**src/mem_pkg.sv**
```systemverilog
package mem_pkg;

    // data memory geometry
    localparam int DMEM_WORDS = 256;
    localparam int DMEM_AW    = $clog2(DMEM_WORDS);   // word address bits

    // register file index width
    localparam int REG_AW = 5;

    // kind of work the memory stage does for an instruction
    typedef enum logic [1:0] {
        OP_NONE  = 2'b00,   // reg-to-reg result, no memory access
        OP_LOAD  = 2'b01,   // memory to register
        OP_STORE = 2'b10    // register to memory
    } access_op_e;

    // access width
    typedef enum logic [1:0] {
        SZ_BYTE = 2'b00,
        SZ_HALF = 2'b01,
        SZ_WORD = 2'b10
    } access_sz_e;

endpackage

```
**src/ex_mem_reg.sv**
```systemverilog
`timescale 1ns/100ps

module ex_mem_reg import mem_pkg::*; (
    input  logic              clk_i,
    input  logic              rst_n_i,
    input  logic              flush_i,

    input  access_op_e        op_i,
    input  access_sz_e        sz_i,
    input  logic              unsigned_i,
    input  logic [31:0]       addr_i,
    input  logic [31:0]       data_i,
    input  logic [REG_AW-1:0] reg_addr_i,

    output access_op_e        op_o,
    output access_sz_e        sz_o,
    output logic              unsigned_o,
    output logic [31:0]       addr_o,
    output logic [31:0]       data_o,
    output logic [REG_AW-1:0] reg_addr_o
);

    // control fields, killed by reset or exception flush
    always_ff @(posedge clk_i) begin
        if (!rst_n_i || flush_i) begin
            op_o       <= OP_NONE;     // bubble
            reg_addr_o <= '0;          // r0 never written back
        end else begin
            op_o       <= op_i;
            reg_addr_o <= reg_addr_i;
        end
    end

    // payload
    always_ff @(posedge clk_i) begin
        sz_o       <= sz_i;
        unsigned_o <= unsigned_i;
        addr_o     <= addr_i;
        data_o     <= data_i;
    end

endmodule

```
**config.mk**
```make
export PLATFORM = sky130hd
export DESIGN_NAME = ex_mem_reg
export DESIGN_NICKNAME = d
export VERILOG_FILES = /design/src/mem_pkg.sv /design/src/ex_mem_reg.sv
export SDC_FILE = /design/constraint.sdc
export NUM_CORES = 1
export LEC_CHECK = 0
export BUFFER_PORTS_ARGS = -buffer_cell sky130_fd_sc_hd__buf_2
export CAP_MARGIN = 20
export CORE_AREA = 2 2 68 70
export DETAILED_ROUTE_END_ITERATION = 16
export DIE_AREA = 0 0 70 72
export PLACE_DENSITY = 0.87
export SYNTH_ARGS = -nofsm -noshare
export SYNTH_HDL_FRONTEND = slang
export SYNTH_SLANG_ARGS = --single-unit
```
**constraint.sdc**
```tcl
create_clock -name clk_i -period 0.8 [get_ports clk_i]
set_input_delay 0.12 -clock clk_i [delete_from_list [all_inputs] [get_ports clk_i]]
set_output_delay 0.12 -clock clk_i [all_outputs]
set_load 0.005 [all_outputs]
```
# Word level (Yosys, flattened, before mapping)
# Cells that the tools add are included.
# W data, S select, Z words.
[op_classes] reduce_logical=2
[ops] op="$logic_not A1 Y1" n=1
[ops] op="$logic_or A1 B1 Y1" n=1
[word_totals] ff_bits=74 inputBits=77

# Depth between registers and ports, before layout
[depth] word_depth=2 depth_mapped=1 mapped_depth_nobuf=1

# Worst setup path after synthesis
# OpenSTA, ideal clock, no wires.
[synth_timing] path_kind="flip-flop to output port" startpoint="register addr_o[0]" endpoint="output port addr_o[0]" t_arrival_ns=0.298 setup_slack_ns=0.382 stages_incl_launch_ff=1 cell_sequence="dfxtp_1"
[synth_rtl] item="start, declared" line_no="ex_mem_reg.sv:18" rtl="output logic [31:0] addr_o,"
[synth_rtl] item="start signal, assigned" line_no="ex_mem_reg.sv:38" rtl="addr_o <= addr_i;"
# No word-level cell between the ends.

# Final worst setup path
[layout_timing] startpoint="register addr_o[21]" endpoint="output port addr_o[21]"
# No word-level cell between the ends.

==> impl_results.md <==
* Status: complete, but fails checks
* Failing checks: negative setup slack
* Min Tclk post-route at 0.8785 ns
* Worst path bufs/invs at 1
* Clock Path Buffers at 2
* Area of the mapped netlist at between 0.0015 and 0.002 sq mm
* Hold crit path type: input port to register
* Setup violators final at 74
* Tot Pwr at between 7 and 8 mW
* Post-synth cell types at 2
* Detailed Routing Iterations Pass 1 at 4
* Critical path class: register to output port
* Worst slack at placement at 0.2547 ns
* CP top delay family: flip-flops
* Worst setup EP type: output port
* Crit-path max cell delay at between 0.3 and 0.4 ns
* Initial DRC count at 47
* Die width at 70 microns
* Routability cong. at approximately 0.72
* CTS sink cnt at between 70 and 80
* Syn Area/Cell at around 19 sq um
* Critical Path RT at roughly 0.68 ns
* Clock Tree Root: clkbuf_8
* Vias per std cell at approximately 4.0
* Startpoint Class: register
* Worst-Margin Slew at about 0.1 ns
* Core area at between 0.004 and 0.005 sq mm
* Via count at about 1,500
* Final Hold Viols at 0
* RSZ-0062 raised after global routing: yes
* Seq cells post-synth at between 70 and 80
* Top cell type by total area after synthesis: dfxtp_1
* Drt drc at 0
* VDD IR max at 0.001482 V
* Max Clk Rate at roughly 1100 MHz
* Critical Path AT at ~0.76 ns
* Gr ovfl total at 0
* Share of power burned in registers at between 50% and 60%
* Share of post-route cells with drive strength above 1 at between 50 and 60%
* Syn nets at about 160
* Routed wire length at between 4000 and 5000 microns
* Max-slew headroom at between 90% and 100%
* Net Sw Frac at between 10% and 20%
* I/O Buffers at 150
* Post-DP HPWL at approximately 2900 microns
* PD cells at between 2000 and 2500 mW/mm^2
* Total CTS buffers at 9
* Hold Slack at ~0.033 ns
* Fin crit share at 109.8%
* YS warnings at 0
* Final nets at just under 400
* Internal cell power at between 5 and 6 mW
* Pleak at about 1.7 nW
* Clock power frac at between 30% and 40%
* Final Max Tran Viols at 0
* Max cap viols at 0
* Initial antenna violation count at 0
* Worst-path clk slew at 0.07 ns
* Synth top area share at slightly below 100%
* Critical-path top delay cell: dfxtp_2
* Largest cells by area after synthesis: dfxtp_1 96%, and3b_1 4.0%
* Pin count of the biggest net entering global routing at 12
* Gr usage total at between 15 and 20%
* TritonCTS clock tree: yes
* IO Count at between 150 and 200
* Routed len/inst at 13.51 microns
* Crit-path max FO at 1
* Htree depth at 3
* Total negative slack at -4.647 ns
* Final WS setup at -0.07847 ns
* Floorplan row count at 24
* Crit path cell chain: buf_6
* Setup bufs post-CTS at 0
* N_diodes at 0
* Combinational share of power at under 10%
* Detail Route Antenna Nets at 0
* Initial Util at a little over a third
* Die H at 72 microns
* Syn Inst Count at 81
* Vias in the first global route at about 1,600
* Non-Filler Instances at roughly 370
* Sw Pwr at 1.465 mW
* Die footprint at 0.005040 sq mm
* First-pass GRT wire length at approximately 7200 microns
* Cells after DPL at approximately 280
* Register area share after synthesis at slightly below 100%
* Area delta synth->final at 115.7%
-- stage by stage --
stage | utilization, % | area [sq um]
final | 78.02 | 3327
after global routing | 78.02 | 3327
after CTS | 75.59 | 3223
after detailed placement | 55.31 | 2359
after global placement | 55.31 | 2359
after floorplan | - | 1543
-- synthesized netlist by cell type, drive strengths merged --
cell type,number
and3b,7
dfxtp,74
-- sequential cells by signal, indices dropped and copies added (netlist names) --
signal / count
addr_o: 32
data_o: 32
reg_addr_o: 5
op_o: 2
sz_o: 2
unsigned_o: 1
-- power groups by stage --
stage	sequential [mW]	combinational [mW]	clock (mW)
3_3_place_gp	3.99	0.406	0
5_1_grt	3.95	0.777	2.93
4_1_cts	3.92	0.673	2.78
6_report	3.94	0.725	2.70
3_5_place_dp	4.00	0.417	0
2_1_floorplan	4.04	0.0124	0
-- timing repair --
| action | CTS | global route |
|---|---|---|
| setup endpoints to repair | 74 | 74 |
| hold buffers | 67 | 0 |
| hold endpoints to repair | 67 | 0 |
| resized for setup | 3 | 31 |
-- placed cells by master, fill, tap and decap left out --
cell and instances:
buf_2 136, dlygate4sd3_1 67, dfxtp_1 54, dfxtp_2 20, buf_6 14, clkbuf_8 10
and3b_1 7, clkbuf_1 2, clkinv_2 2, bufinv_16 1
-- metal layers --
layer	vias to the layer above	wire [microns]	share of wire [%]	GRT usage (%)
met4	0	96	1.9	13.03
li1	712	-	-	-
met1	648	1702	35	17.76
met2	90	2664	54	35.56
met3	8	469	9.5	9.028
met5	-	0	0	0
-- cell families after synthesis --
kind of cell | after synthesis | synth area share (%)
flops | 74 | 96.03
simple gates | 7 | 3.974
-- layout make-up --
type                            count  area, sq um
Clock inverter                      3        40.04
Clock buffer                       12        145.1
Sequential cell                    74         1506
Timing Repair Buffer              217         1509
Multi-Input combinational cell      7        61.31
Tap cell                           52        65.06
Fill cell                         255        937.1
-- path summary, 6_finish.rpt --
kind / from / to / slack (ns) / cells after the start
max: addr_o[21] / addr_o[21] / -0.08 / 1
min: reg_addr_i[2] / reg_addr_o[2] / 0.03 / 2
(Power assumes the default switching activity.)
