==> src/mem_pkg.sv <==
package mem_pkg;

    // data memory geometry
    localparam int DMEM_WORDS = 256;
    localparam int DMEM_AW    = $clog2(DMEM_WORDS);   // word address bits

    // register file index width
    localparam int REG_AW = 5;

    // kind of work the memory stage does for an instruction
    typedef enum logic [1:0] {
        OP_NONE  = 2'b00,   // reg-to-reg result, no memory access
        OP_LOAD  = 2'b01,   // memory to register
        OP_STORE = 2'b10    // register to memory
    } access_op_e;

    // access width
    typedef enum logic [1:0] {
        SZ_BYTE = 2'b00,
        SZ_HALF = 2'b01,
        SZ_WORD = 2'b10
    } access_sz_e;

endpackage

==> src/mem_wb_reg.sv <==
`timescale 1ns/100ps

module mem_wb_reg import mem_pkg::*; (
    input  logic              clk_i,
    input  logic              rst_n_i,

    input  logic [31:0]       result_i,
    input  logic [REG_AW-1:0] reg_addr_i,
    input  logic              reg_wr_i,
    input  logic              align_err_i,

    output logic [31:0]       wb_data_o,
    output logic [REG_AW-1:0] wb_reg_addr_o,
    output logic              wb_reg_wr_o,
    output logic              align_err_o
);

    always_ff @(posedge clk_i) begin
        if (!rst_n_i) begin
            wb_reg_wr_o <= 1'b0;
            align_err_o <= 1'b0;
        end else begin
            wb_reg_wr_o <= reg_wr_i;
            align_err_o <= align_err_i;
        end
    end

    // result and destination, no reset needed
    always_ff @(posedge clk_i) begin
        wb_data_o     <= result_i;
        wb_reg_addr_o <= reg_addr_i;
    end

    // writeback and fault are exclusive, and r0 is never a target
    a_wb_legal: assert property (
        @(posedge clk_i) disable iff (!rst_n_i)
        wb_reg_wr_o |-> (!align_err_o && wb_reg_addr_o != '0)
    );

endmodule

==> config.mk <==
export PLATFORM = sky130hd
export DESIGN_NAME = mem_wb_reg
export DESIGN_NICKNAME = d
export VERILOG_FILES = /design/src/mem_pkg.sv /design/src/mem_wb_reg.sv
export SDC_FILE = /design/constraint.sdc
export NUM_CORES = 1
export LEC_CHECK = 0
export BUFFER_PORTS_ARGS = -buffer_cell sky130_fd_sc_hd__buf_2
export CAP_MARGIN = 40
export CORE_UTILIZATION = 30
export DETAILED_ROUTE_END_ITERATION = 8
export PLACE_DENSITY_LB_ADDON = 0.12
export SLEW_MARGIN = 20
export SYNTH_ARGS = -nofsm -noshare
export SYNTH_HDL_FRONTEND = slang
export SYNTH_SLANG_ARGS = --single-unit
==> constraint.sdc <==
create_clock -name clk_i -period 0.8 [get_ports clk_i]
set_clock_uncertainty 0.15 [all_clocks]
set_input_delay 0.16 -clock clk_i [delete_from_list [all_inputs] [get_ports clk_i]]
set_output_delay 0.16 -clock clk_i [all_outputs]
set_load 0.005 [all_outputs]
After elaboration in Yosys (flattened, before gate mapping)
Index checks and enable logic that the tools add are counted.
{"block": "totals", "rom_bits": 0, "mem_count": 0, "ramBits": 0, "wordCells": 4, "out_inout_bits": 39, "latch_bits": 0, "reg_bits": 39}
{"block": "op_classes", "reduce_logical": 0, "n_shift": 0, "magnitude_cmp": 0, "n_div": 0, "n_eq_ne": 0, "bitwise_logic": 0, "add_sub_neg": 0, "mux": 0, "mul": 0}

Longest topological paths before layout
{"block": "logic_depth", "word_depth": 0, "depth_mapped": 1, "depth_no_buf": 1}

Worst setup path before layout
Ideal clock, no wire load.
{"block": "synth_path", "path_type": "reg2out", "from": "register align_err_o", "to": "output port align_err_o", "t_required_ps": 490, "t_arrival_ps": 298, "stages_incl_launch_ff": 1, "path_slack_ps": 192, "cell_sequence": "dfxtp_1"}
{"element": "start: declaration", "line": "mem_wb_reg.sv:15", "rtl": "output logic align_err_o"}
{"element": "start signal: assignment", "line": "mem_wb_reg.sv:24", "rtl": "align_err_o <= align_err_i;"}
No word-level cell between the ends.

Worst setup path in the final report
{"block": "layout_path", "from": "register wb_data_o[20]", "to": "output port wb_data_o[20]"}
{"element": "start: declaration", "line": "mem_wb_reg.sv:12", "rtl": "output logic [31:0] wb_data_o,"}
{"element": "start signal: assignment", "line": "mem_wb_reg.sv:30", "rtl": "wb_data_o <= result_i;"}
No word-level cell between the ends.

==> results.tsv <==
stage	metric	value	unit
run_status	status	finished, violations left	
run_status	violations	negative hold slack, negative setup slack	
worst_setup_path	endpoint_kind	primary output	
clock_tree	clk_path_buf_depth	2	
logic_synthesis	ys_seq_area_share	98.4	%
timing	drv_slew	0	
drt	drt_iter0_drc	6	
clock_tree	post-cts-setup-buffers	0	
logic_synthesis	ys_warn_count	0	
logic_synthesis	synth_cell_types	2	
logic_synthesis	ys_top_cells_by_count	dfxtp_1 (39), and2_1 (2)	
logic_synthesis	synth.top_cell.area_share	98.4	%
clock_tree	cts_tree	done	
logic_synthesis	synthCells	41	
floorplanning	fp.dieH	53.4	µm
timing	timing.final.crit_share	136	%
floorplanning	dieWidth	53.4	µm
worst_setup_path	worstPathArrival	780	ps
worst_setup_path	worst-path-buf-inv	1	
timing	worst_slew_pin_slew	107	ps
run	drv_cap	0	
drt	avgViaCountPerCell	3.81	
clock_tree	cts_buffers	5	
power	power.leakage	0.000854	µW
power	cellPowerDensity	2060	nW/µm²
global_routing	track_usage	14.9	%
drt	drc	0	
worst_setup_path	start_kind	flop	
drt	num_vias	743	
logic_synthesis	ys.flop_type	dfxtp_1	
floorplanning	coreArea	2480	µm²
clock_tree	htree_levels	2	
logic_synthesis	ys_async_sr_fraction	0	%
timing	finalSetupTns	-10390	ps
placed_design	port_buffers	79	
global_routing	grt_antenna_before_repair	0	
timing	slew-limit-headroom	92.9	%
logic_synthesis	yosysMostFrequentCell	dfxtp_1	
worst_setup_path	crit_required	490	ps
floorplanning	dieArea	2850	µm²
timing	setup_viol	39	
layout	diodes	0	
layout	drive_gt1_share	56.4	%
clock_tree	root_buffer	clkbuf_4	
logic_synthesis	synth-seq-cells	39	
worst_setup_path	crit_family	flip-flops	
clock_tree	clkSlewWorstSetupHoldPaths	110	ps
timing	timing.fmax	919	MHz
floorplanning	initial_core_util	32.0	%
global_routing	grt-ovfl-total	0	
timing	rsz0062_at_grt	true	
global_routing	grt_pass1_vias	670	
clock_tree	clock_sinks	39	
drt	dr.pass1.iters	2	
timing	whs	-122	ps
layout	area_growth	117	%
global_routing	grt_pass1_wl	2.70	mm
drt	wl_per_cell	10.6	µm
global_routing	grt_start_max_net_pins	12	
drt	totalWireLength	2.07	mm
logic_synthesis	syn_area_per_cell	19.3	µm²
worst_setup_path	crit_type	flop to primary output	
floorplanning	io_pins	80	
worst_setup_path	cp_slowest_cell	dfxtp_2	
power	finalPower	3540	µW
worst_setup_path	max_stage_delay	340	ps
logic_synthesis	synth_area	793	µm²
floorplanning	rows	18	
logic_synthesis	synthesis.nets	82	
worst_setup_path	crit_path_max_fanout	1	
drt	drtAntennaViolNets	0	
clock_tree	cts_hold_buffers	37	
timing	fin_ws	-289	ps
min_path	hold_class	primary input to flop	
logic_synthesis	synth_top_area_cell	dfxtp_1	
logic_synthesis	netlist_top_cells_area	dfxtp_1 (98%), and2_1 (1.6%)	
timing	final.min_clock_period	1090	ps
placed_design	routabilityCongestion	0.578	
worst_setup_path	path_cells	buf_6	
layout	fin_nets	205	
power	peakVddDrop	0.00166	V
timing	hold_viol	2	
logic_synthesis	synth-edff-count	0	
-- per-layer routing --
layer,part of all wire (%),up-vias,global-route usage [%]
li1,-,371,-
met1,33,319,12.5
met2,55,48,26.3
met3,10,5,7.18
met4,2.1,0,11.8
met5,0,-,0
-- path summary, 6_finish.rpt --
path | from | endpoint | depth (start not counted)
setup / recovery | wb_data_o[20]$_DFF_P_ | wb_data_o[20] | 1
hold / removal | reg_wr_i | wb_reg_wr_o$_SDFF_PN0_ | 2
-- report_power, final --
group,internal [µW],switching (µW)
logic,273,98.5
clock network,517,572
registers,2050,26.1
total,2840,697
-- metrics by stage --
| stage | setup WS (ps) | instance area (µm²) | utilization [%] | std cells |
|---|---|---|---|---|
| after floorplan | 192 | 793 | - | 41 |
| after global placement | 97.5 | 1230 | 49.5 | 150 |
| after detailed placement | 86.1 | 1230 | 49.5 | 150 |
| after CTS | -300 | 1670 | 67.2 | 195 |
| after global routing | -332 | 1720 | 69.3 | 195 |
| final | -289 | 1720 | 69.3 | 195 |
-- sequential cells by signal, indices dropped and copies added (netlist names) --
signal,flops
wb_reg_addr_o,5
wb_data_o,32
align_err_o,1
wb_reg_wr_o,1
-- what timing repair did --
item	4_1_cts	5_1_grt
setup endpoints to repair	39	39
gates resized for setup	0	14
hold endpoints to repair	39	2
pin swaps	0	0
-- layout make-up --
cell class	count	area (µm²)
Timing Repair Buffer	116	810
Sequential cell	39	790
Fill cell	191	759
Clock buffer	8	68.8
Tap cell	30	37.5
Multi-Input combinational cell	2	12.5
-- cell families (layout without fill, tap and decap cells) --
logic type	Yosys count	after routing	share of synthesized area, %
AND/OR/NAND/NOR	2	2	1.58
buffers and inverters	0	124	0
flip-flops	39	39	98.4
-- layout by cell type, fill, tap and decap left out, drive strengths merged --
| cell type | instances |
|---|---|
| buf | 79 |
| dfxtp | 39 |
| dlygate4sd3 | 37 |
| clkbuf | 8 |
| and2 | 2 |
No activity file was read; power rests on OpenSTA's default activity.
