[src/mem_pkg.sv]
package mem_pkg;

    // data memory geometry
    localparam int DMEM_WORDS = 256;
    localparam int DMEM_AW    = $clog2(DMEM_WORDS);   // word address bits

    // register file index width
    localparam int REG_AW = 5;

    // kind of work the memory stage does for an instruction
    typedef enum logic [1:0] {
        OP_NONE  = 2'b00,   // reg-to-reg result, no memory access
        OP_LOAD  = 2'b01,   // memory to register
        OP_STORE = 2'b10    // register to memory
    } access_op_e;

    // access width
    typedef enum logic [1:0] {
        SZ_BYTE = 2'b00,
        SZ_HALF = 2'b01,
        SZ_WORD = 2'b10
    } access_sz_e;

endpackage

[src/mem_access.sv]
`timescale 1ns/100ps

module mem_access import mem_pkg::*; (
    input  access_op_e         op_i,
    input  access_sz_e         sz_i,
    input  logic               unsigned_i,
    input  logic [31:0]        addr_i,
    input  logic [31:0]        data_i,
    input  logic [REG_AW-1:0]  reg_addr_i,
    input  logic [31:0]        mem_rdata_i,

    output logic [DMEM_AW-1:0] mem_addr_o,
    output logic [31:0]        mem_wdata_o,
    output logic [3:0]         mem_be_o,
    output logic               mem_rd_o,
    output logic               mem_wr_o,
    output logic [31:0]        result_o,
    output logic               reg_wr_o,
    output logic               align_err_o
);

    logic        is_mem;
    logic        misaligned;
    logic [7:0]  ld_byte;
    logic [15:0] ld_half;

    // both loads and stores are checked for alignment
    assign is_mem     = (op_i == OP_LOAD) || (op_i == OP_STORE);
    assign misaligned = is_mem &&
                        ((sz_i == SZ_HALF && addr_i[0]) ||
                         (sz_i == SZ_WORD && addr_i[1:0] != 2'b00));

    assign align_err_o = misaligned;
    assign mem_addr_o  = addr_i[DMEM_AW+1:2];   // word index

    // a misaligned access drops its own strobe
    assign mem_rd_o = (op_i == OP_LOAD) && !misaligned;
    assign mem_wr_o = (op_i == OP_STORE) && !misaligned;

    // stores never write back, nor does r0
    assign reg_wr_o = (op_i == OP_LOAD || op_i == OP_NONE) && !misaligned &&
                      (reg_addr_i != '0);

    // byte lanes
    always_comb begin
        case (sz_i)
            SZ_BYTE: begin
                mem_be_o = 4'b0001 << addr_i[1:0];
            end
            SZ_HALF: begin
                mem_be_o = addr_i[1] ? 4'b1100 : 4'b0011;
            end
            default: begin
                mem_be_o = 4'b1111;
            end
        endcase
    end

    // store data replicated over all lanes, the enables pick the right one
    always_comb begin
        case (sz_i)
            SZ_BYTE: begin
                mem_wdata_o = {4{data_i[7:0]}};
            end
            SZ_HALF: begin
                mem_wdata_o = {2{data_i[15:0]}};
            end
            default: begin
                mem_wdata_o = data_i;
            end
        endcase
    end

    // load lane select
    always_comb begin
        ld_half = addr_i[1] ? mem_rdata_i[31:16] : mem_rdata_i[15:0];
        case (addr_i[1:0])
            2'b00:   ld_byte = mem_rdata_i[7:0];
            2'b01:   ld_byte = mem_rdata_i[15:8];
            2'b10:   ld_byte = mem_rdata_i[23:16];
            default: ld_byte = mem_rdata_i[31:24];
        endcase
    end

    // result with sign or zero extension
    always_comb begin
        if (op_i == OP_LOAD) begin
            case (sz_i)
                SZ_BYTE: begin
                    result_o = unsigned_i ? {24'b0, ld_byte} :
                                            {{24{ld_byte[7]}}, ld_byte};
                end
                SZ_HALF: begin
                    result_o = unsigned_i ? {16'b0, ld_half} :
                                            {{16{ld_half[15]}}, ld_half};
                end
                default: begin
                    result_o = mem_rdata_i;
                end
            endcase
        end else begin
            result_o = data_i;  // alu result passes through
        end
    end

endmodule

[config.mk]
export PLATFORM = sky130hd
export DESIGN_NAME = mem_access
export DESIGN_NICKNAME = d
export VERILOG_FILES = /design/src/mem_pkg.sv /design/src/mem_access.sv
export SDC_FILE = /design/constraint.sdc
export NUM_CORES = 1
export LEC_CHECK = 0
export ABC_AREA = 0
export BUFFER_PORTS_ARGS = -buffer_cell sky130_fd_sc_hd__buf_2
export CORE_MARGIN = 2
export CORE_UTILIZATION = 36
export DETAILED_ROUTE_END_ITERATION = 10
export PLACE_DENSITY_LB_ADDON = 0.15
export SLEW_MARGIN = 10
export SYNTH_ARGS = -nofsm -noshare
export SYNTH_HDL_FRONTEND = slang
export SYNTH_SLANG_ARGS = --single-unit
[constraint.sdc]
create_clock -name vclk -period 1.2
set_clock_uncertainty 0.15 [all_clocks]
set_input_delay 0.06 -clock vclk [all_inputs]
set_output_delay 0.06 -clock vclk [all_outputs]
set_load 0.03 [all_outputs]
# After elaboration in Yosys (flattened, before gate mapping)
# Index checks and enable logic that the tools add are counted.
# totals
regBits	0
in_bits	106
out_inout_bits	80
wordCells	32
# classes
eq_ne	6
shifts	1
mux	9
n_reduce_logical	16
# op_table
cell	count
32-bit one-hot mux with 2 select lines	2
32-bit 2-to-1 mux	3
8-bit one-hot mux with 3 select lines	1
16-bit 2-to-1 mux	1
4-bit one-hot mux with 2 select lines	1
1-bit logical AND	7
2-bit by 1-bit == test with 1-bit output, second input constant	3
2-bit == test, second input constant	3
2-bit logical NOT	3
5-bit nonzero test	1
4-bit 2-to-1 mux	1
1-bit by 2-bit left shift with 4-bit output, first input constant	1
1-bit logical OR	3
2-bit nonzero test	1
1-bit logical NOT	1

# Longest topological paths before layout
# logic_depth
ltp_word	7
ltp_mapped	7
ltp_nobuf	5

# Worst setup path after synthesis
# No wires, ideal clock.
# synth_timing
kind	input-to-output
start	input op_i[1]
end	output mem_rd_o
arrival_ps	1627
required_ps	990
setup_slack_ps	-637
path_stages	6
n_path_buf	3
cell_sequence	inv_1 > ha_1 > buf_2 > buf_2 > buf_1 > a21boi_0
# synth_between
elab_chain_len	5
elab_cells_between_ends	6
classes_between	eq/ne (2); reduce/logical (4)
# synth_lines
element	line_no	text
from (decl)	mem_access.sv:4	input access_op_e op_i,
2-bit by 1-bit == test with 1-bit output or 2-bit == test (tied branches)	mem_access.sv:28, mem_access.sv:37	
1-bit logical OR	mem_access.sv:28	assign is_mem = (op_i == OP_LOAD) || (op_i == OP_STORE);
1-bit logical AND	mem_access.sv:29	assign misaligned = is_mem &&
1-bit logical NOT	mem_access.sv:37	assign mem_rd_o = (op_i == OP_LOAD) && !misaligned;
1-bit logical AND *	mem_access.sv:37	
to (decl)	mem_access.sv:15	output logic mem_rd_o,
# Every way passes the cells marked *; elsewhere a longest branch is shown, timed or not.

# Worst setup path in the final report
# layout_timing
start	input mem_rdata_i[7]
end	output result_o[25]
# layout_between
elab_chain_len	4
# layout_lines
element	line_no	text
from (decl)	mem_access.sv:10	input logic [31:0] mem_rdata_i,
8-bit one-hot mux with 3 select lines	mem_access.sv:77	case (addr_i[1:0])
32-bit 2-to-1 mux	mem_access.sv:90	result_o = unsigned_i ? {24'b0, ld_byte} :
32-bit one-hot mux with 2 select lines	mem_access.sv:88	case (sz_i)
32-bit 2-to-1 mux	mem_access.sv:87	if (op_i == OP_LOAD) begin
to (decl)	mem_access.sv:17	output logic [31:0] result_o,
# Every way passes these cells.

==> impl_results.md <==
- WS Path Type: primary input to output port
- PD cells: roughly 530 nW/um^2
- Sequential cell count: 0
- Ratio of cells with drive above 1 in the final layout: between 70% and 80%
- Slowest-stage cell, CP: mux2_4
- Switch share: between 50% and 60%
- Max Clk Rate: 0.6315 GHz
- Synth area leaders: mux2_2, buf_4, a41oi_2
- Total DRC errors in the routed layout: 0
- Core Footprint: around 5400 sq um
- Via density: 6.000
- Synth Area per Inst: 7.013 sq um
- Post-DP Area: 3875 sq um
- Worst VDD drop: between 0.0003 and 0.0004 V
- Number of hold violations in the final report: 0
- Initial antenna violation count: 0
- Fin nets: 596
- Starting DRT DRC Count: ~270
- Setup crit end kind: output port
- Max-slew violation count: 0
- Final Instance Area: between 4000 and 5000 sq um
- N_diodes: 0
- Synthesis Warnings: 0
- Die width: 78.64 um
- CP dominant cell by count: buf_6
- Final critical-path share of the clock period: 132.0%
- Vias in the first global route: 3431
- Seq pwr share: 0%
- Slew HR: 65.22%
- Distinct cells, synth: 44
- Synthesized cell area: 2006 sq um
- CP Launch Type: primary input
- Int Pwr: 1207 uW
- Sequential cell area: 0 sq um
- Initial Util: 36.88%
- Final core occ: 89.95%
- Status: finished with violations
- RSZ-0062 raised after global routing: yes
- Total grt overflow: 0
- CP startpoint: mem_rdata_i[7]
- Clkbuf count: 0
- Leading area contributor after synthesis: mux2_2
- Most instantiated cells after synthesis: nand2_1, nor2_1, buf_4
- CP required: 0.99 ns
- First-pass GRT wire length: 17600 um
- Max cap viols: 0
- Average wire per standard cell: about 22 um
- CP max FO: 7
- Sum Neg Setup Slack: -11.86 ns
- Switch Pwr: 1399 uW
- Layout fillers: roughly 250
- GR Util All Layers: 35.67%
- Net Count, Synth: about 400
- Vias: 3342
- Crit path largest cell delay: 0.31 ns
- Min cycle time layout: 1.583 ns
- End point of the critical path: result_o[25]
- Die H: 78.64 um
- I/O pin cnt: around 190
- Antenna viol nets, final: 0
- First-pass detailed-route iteration total: 4
- Final setup viols: 47
- Worst Max-Slew Pin Slew: 0.5217 ns
- CP Cell Sequence: buf_2 -> mux2_4 -> buf_6 -> a22oi_4 -> buf_12 -> a41oi_4 -> buf_6
- Hold Crit Class: primary input to output port
- Count leader, synth: nand2_1
- Dpl ws: -0.5860 ns
- Critical Path AT: 1.37 ns
- Post-Syn Instances: 286
- Port Buf Inserts: around 150
- HPWL after detailed placement: 7028 um
- Sequential-to-total area share from yosys stat: 0%
- Synth top area share: 8.983%
- Comb power frac: 100.0%
- Largest net degree at the start of global routing: 26
- Setup ws final: -0.3835 ns
- Std cell rows: 27
- GPL Wtd Cong: 0.8190
- Die area: 6184 sq um
- Pleak: 0.002111 uW
- Routed wire length: 12270 um
- P&R area growth vs syn: 143.9%
- Failing checks: setup timing
- Clock power share: 0%
-- final cells by class --
class,instances,area [sq um],share of cell area [%]
repair buffers,247,2221,45.40
inverters,10,41.29,0.8440
well taps,72,90.09,1.841
multi-input cells,228,2540,51.92
-- timing repair --
| item | 4_1_cts | 5_1_grt |
|---|---|---|
| endpoints found under the setup margin | 61 | 51 |
| cloned | 6 | 0 |
| hold buffers | 8 | 0 |
| setup buffers | 12 | 5 |
| endpoints found under the hold margin | 8 | 0 |
| resized for setup | 165 | 24 |
| pin swaps | 36 | 10 |
-- metrics by stage --
| step | hold WS [ns] | power, uW | cells |
|---|---|---|---|
| finish | 0.2647 | 2606 | 557 |
| global route | 0.2687 | 2695 | 557 |
| CTS | 0.2588 | 2485 | 554 |
| floorplan | 0.1017 | 1427 | 286 |
| detailed placement | -0.02980 | 1972 | 529 |
| global placement | -0.02980 | 1944 | 529 |
-- worst max-delay path: cells and delay by family --
| kind | cells | cell delay (ns) |
|---|---|---|
| buffers and inverters | 4 | 0.61 |
| AO/OA/AOI/OAI | 2 | 0.39 |
| multiplexers | 1 | 0.31 |
-- power by group through the flow --
| stage | Clock [uW] | Combinational (uW) | Sequential (uW) |
|---|---|---|---|
| detailed placement | 0 | 1970 | 0 |
| CTS | 0 | 2480 | 0 |
| floorplan | 0 | 1430 | 0 |
| global route | 0 | 2700 | 0 |
| global placement | 0 | 1940 | 0 |
| finish | 0 | 2610 | 0 |
-- logic make-up after synthesis --
family	count (synthesis)	synth area share (%)
muxes	26	14.29
adders and majority gates	3	1.872
buffers and inverters	58	17.28
AOI/OAI and AO/OA	97	40.74
and+or+nand+nor	102	25.83
-- cells in the final DEF, fill, tap and decap left out, types with 3 or more instances in the layout --
| master | instances |
|---|---|
| buf_16 | 3 |
| o21ai_1 | 3 |
| a41oi_2 | 6 |
| o31ai_1 | 5 |
| o22ai_4 | 7 |
| buf_2 | 93 |
| o21ai_2 | 14 |
| inv_1 | 8 |
| nor2_1 | 28 |
| mux2_2 | 7 |
| mux2i_1 | 4 |
| dlygate4sd3_1 | 8 |
| and3b_1 | 8 |
| a31oi_1 | 7 |
| buf_6 | 69 |
| mux2_4 | 11 |
| a41oi_4 | 18 |
| buf_12 | 15 |
| buf_8 | 3 |
| nor4bb_1 | 5 |
| a31o_1 | 14 |
| nand2_1 | 40 |
| o32ai_4 | 7 |
| buf_4 | 54 |
-- worst min-delay path by stage --
stage / startpoint / end / cells after the start
6_report: data_i[4] / mem_wdata_o[4] / 2
5_1_grt: data_i[5] / mem_wdata_o[5] / 2
4_1_cts: data_i[2] / mem_wdata_o[2] / 2
3_5_place_dp: addr_i[6] / mem_addr_o[4] / 0
3_3_place_gp: addr_i[6] / mem_addr_o[4] / 0
2_1_floorplan: addr_i[2] / mem_addr_o[0] / 1
-- per-layer routing --
layer	up-vias	track usage (%)	part of all wire (%)
met1	1599	39.67	36
met3	58	2.184	5.2
met5	-	0	0
li1	1483	-	-
met4	0	15.26	5.8
met2	202	68.89	53
No activity file was read; power rests on OpenSTA's default activity.
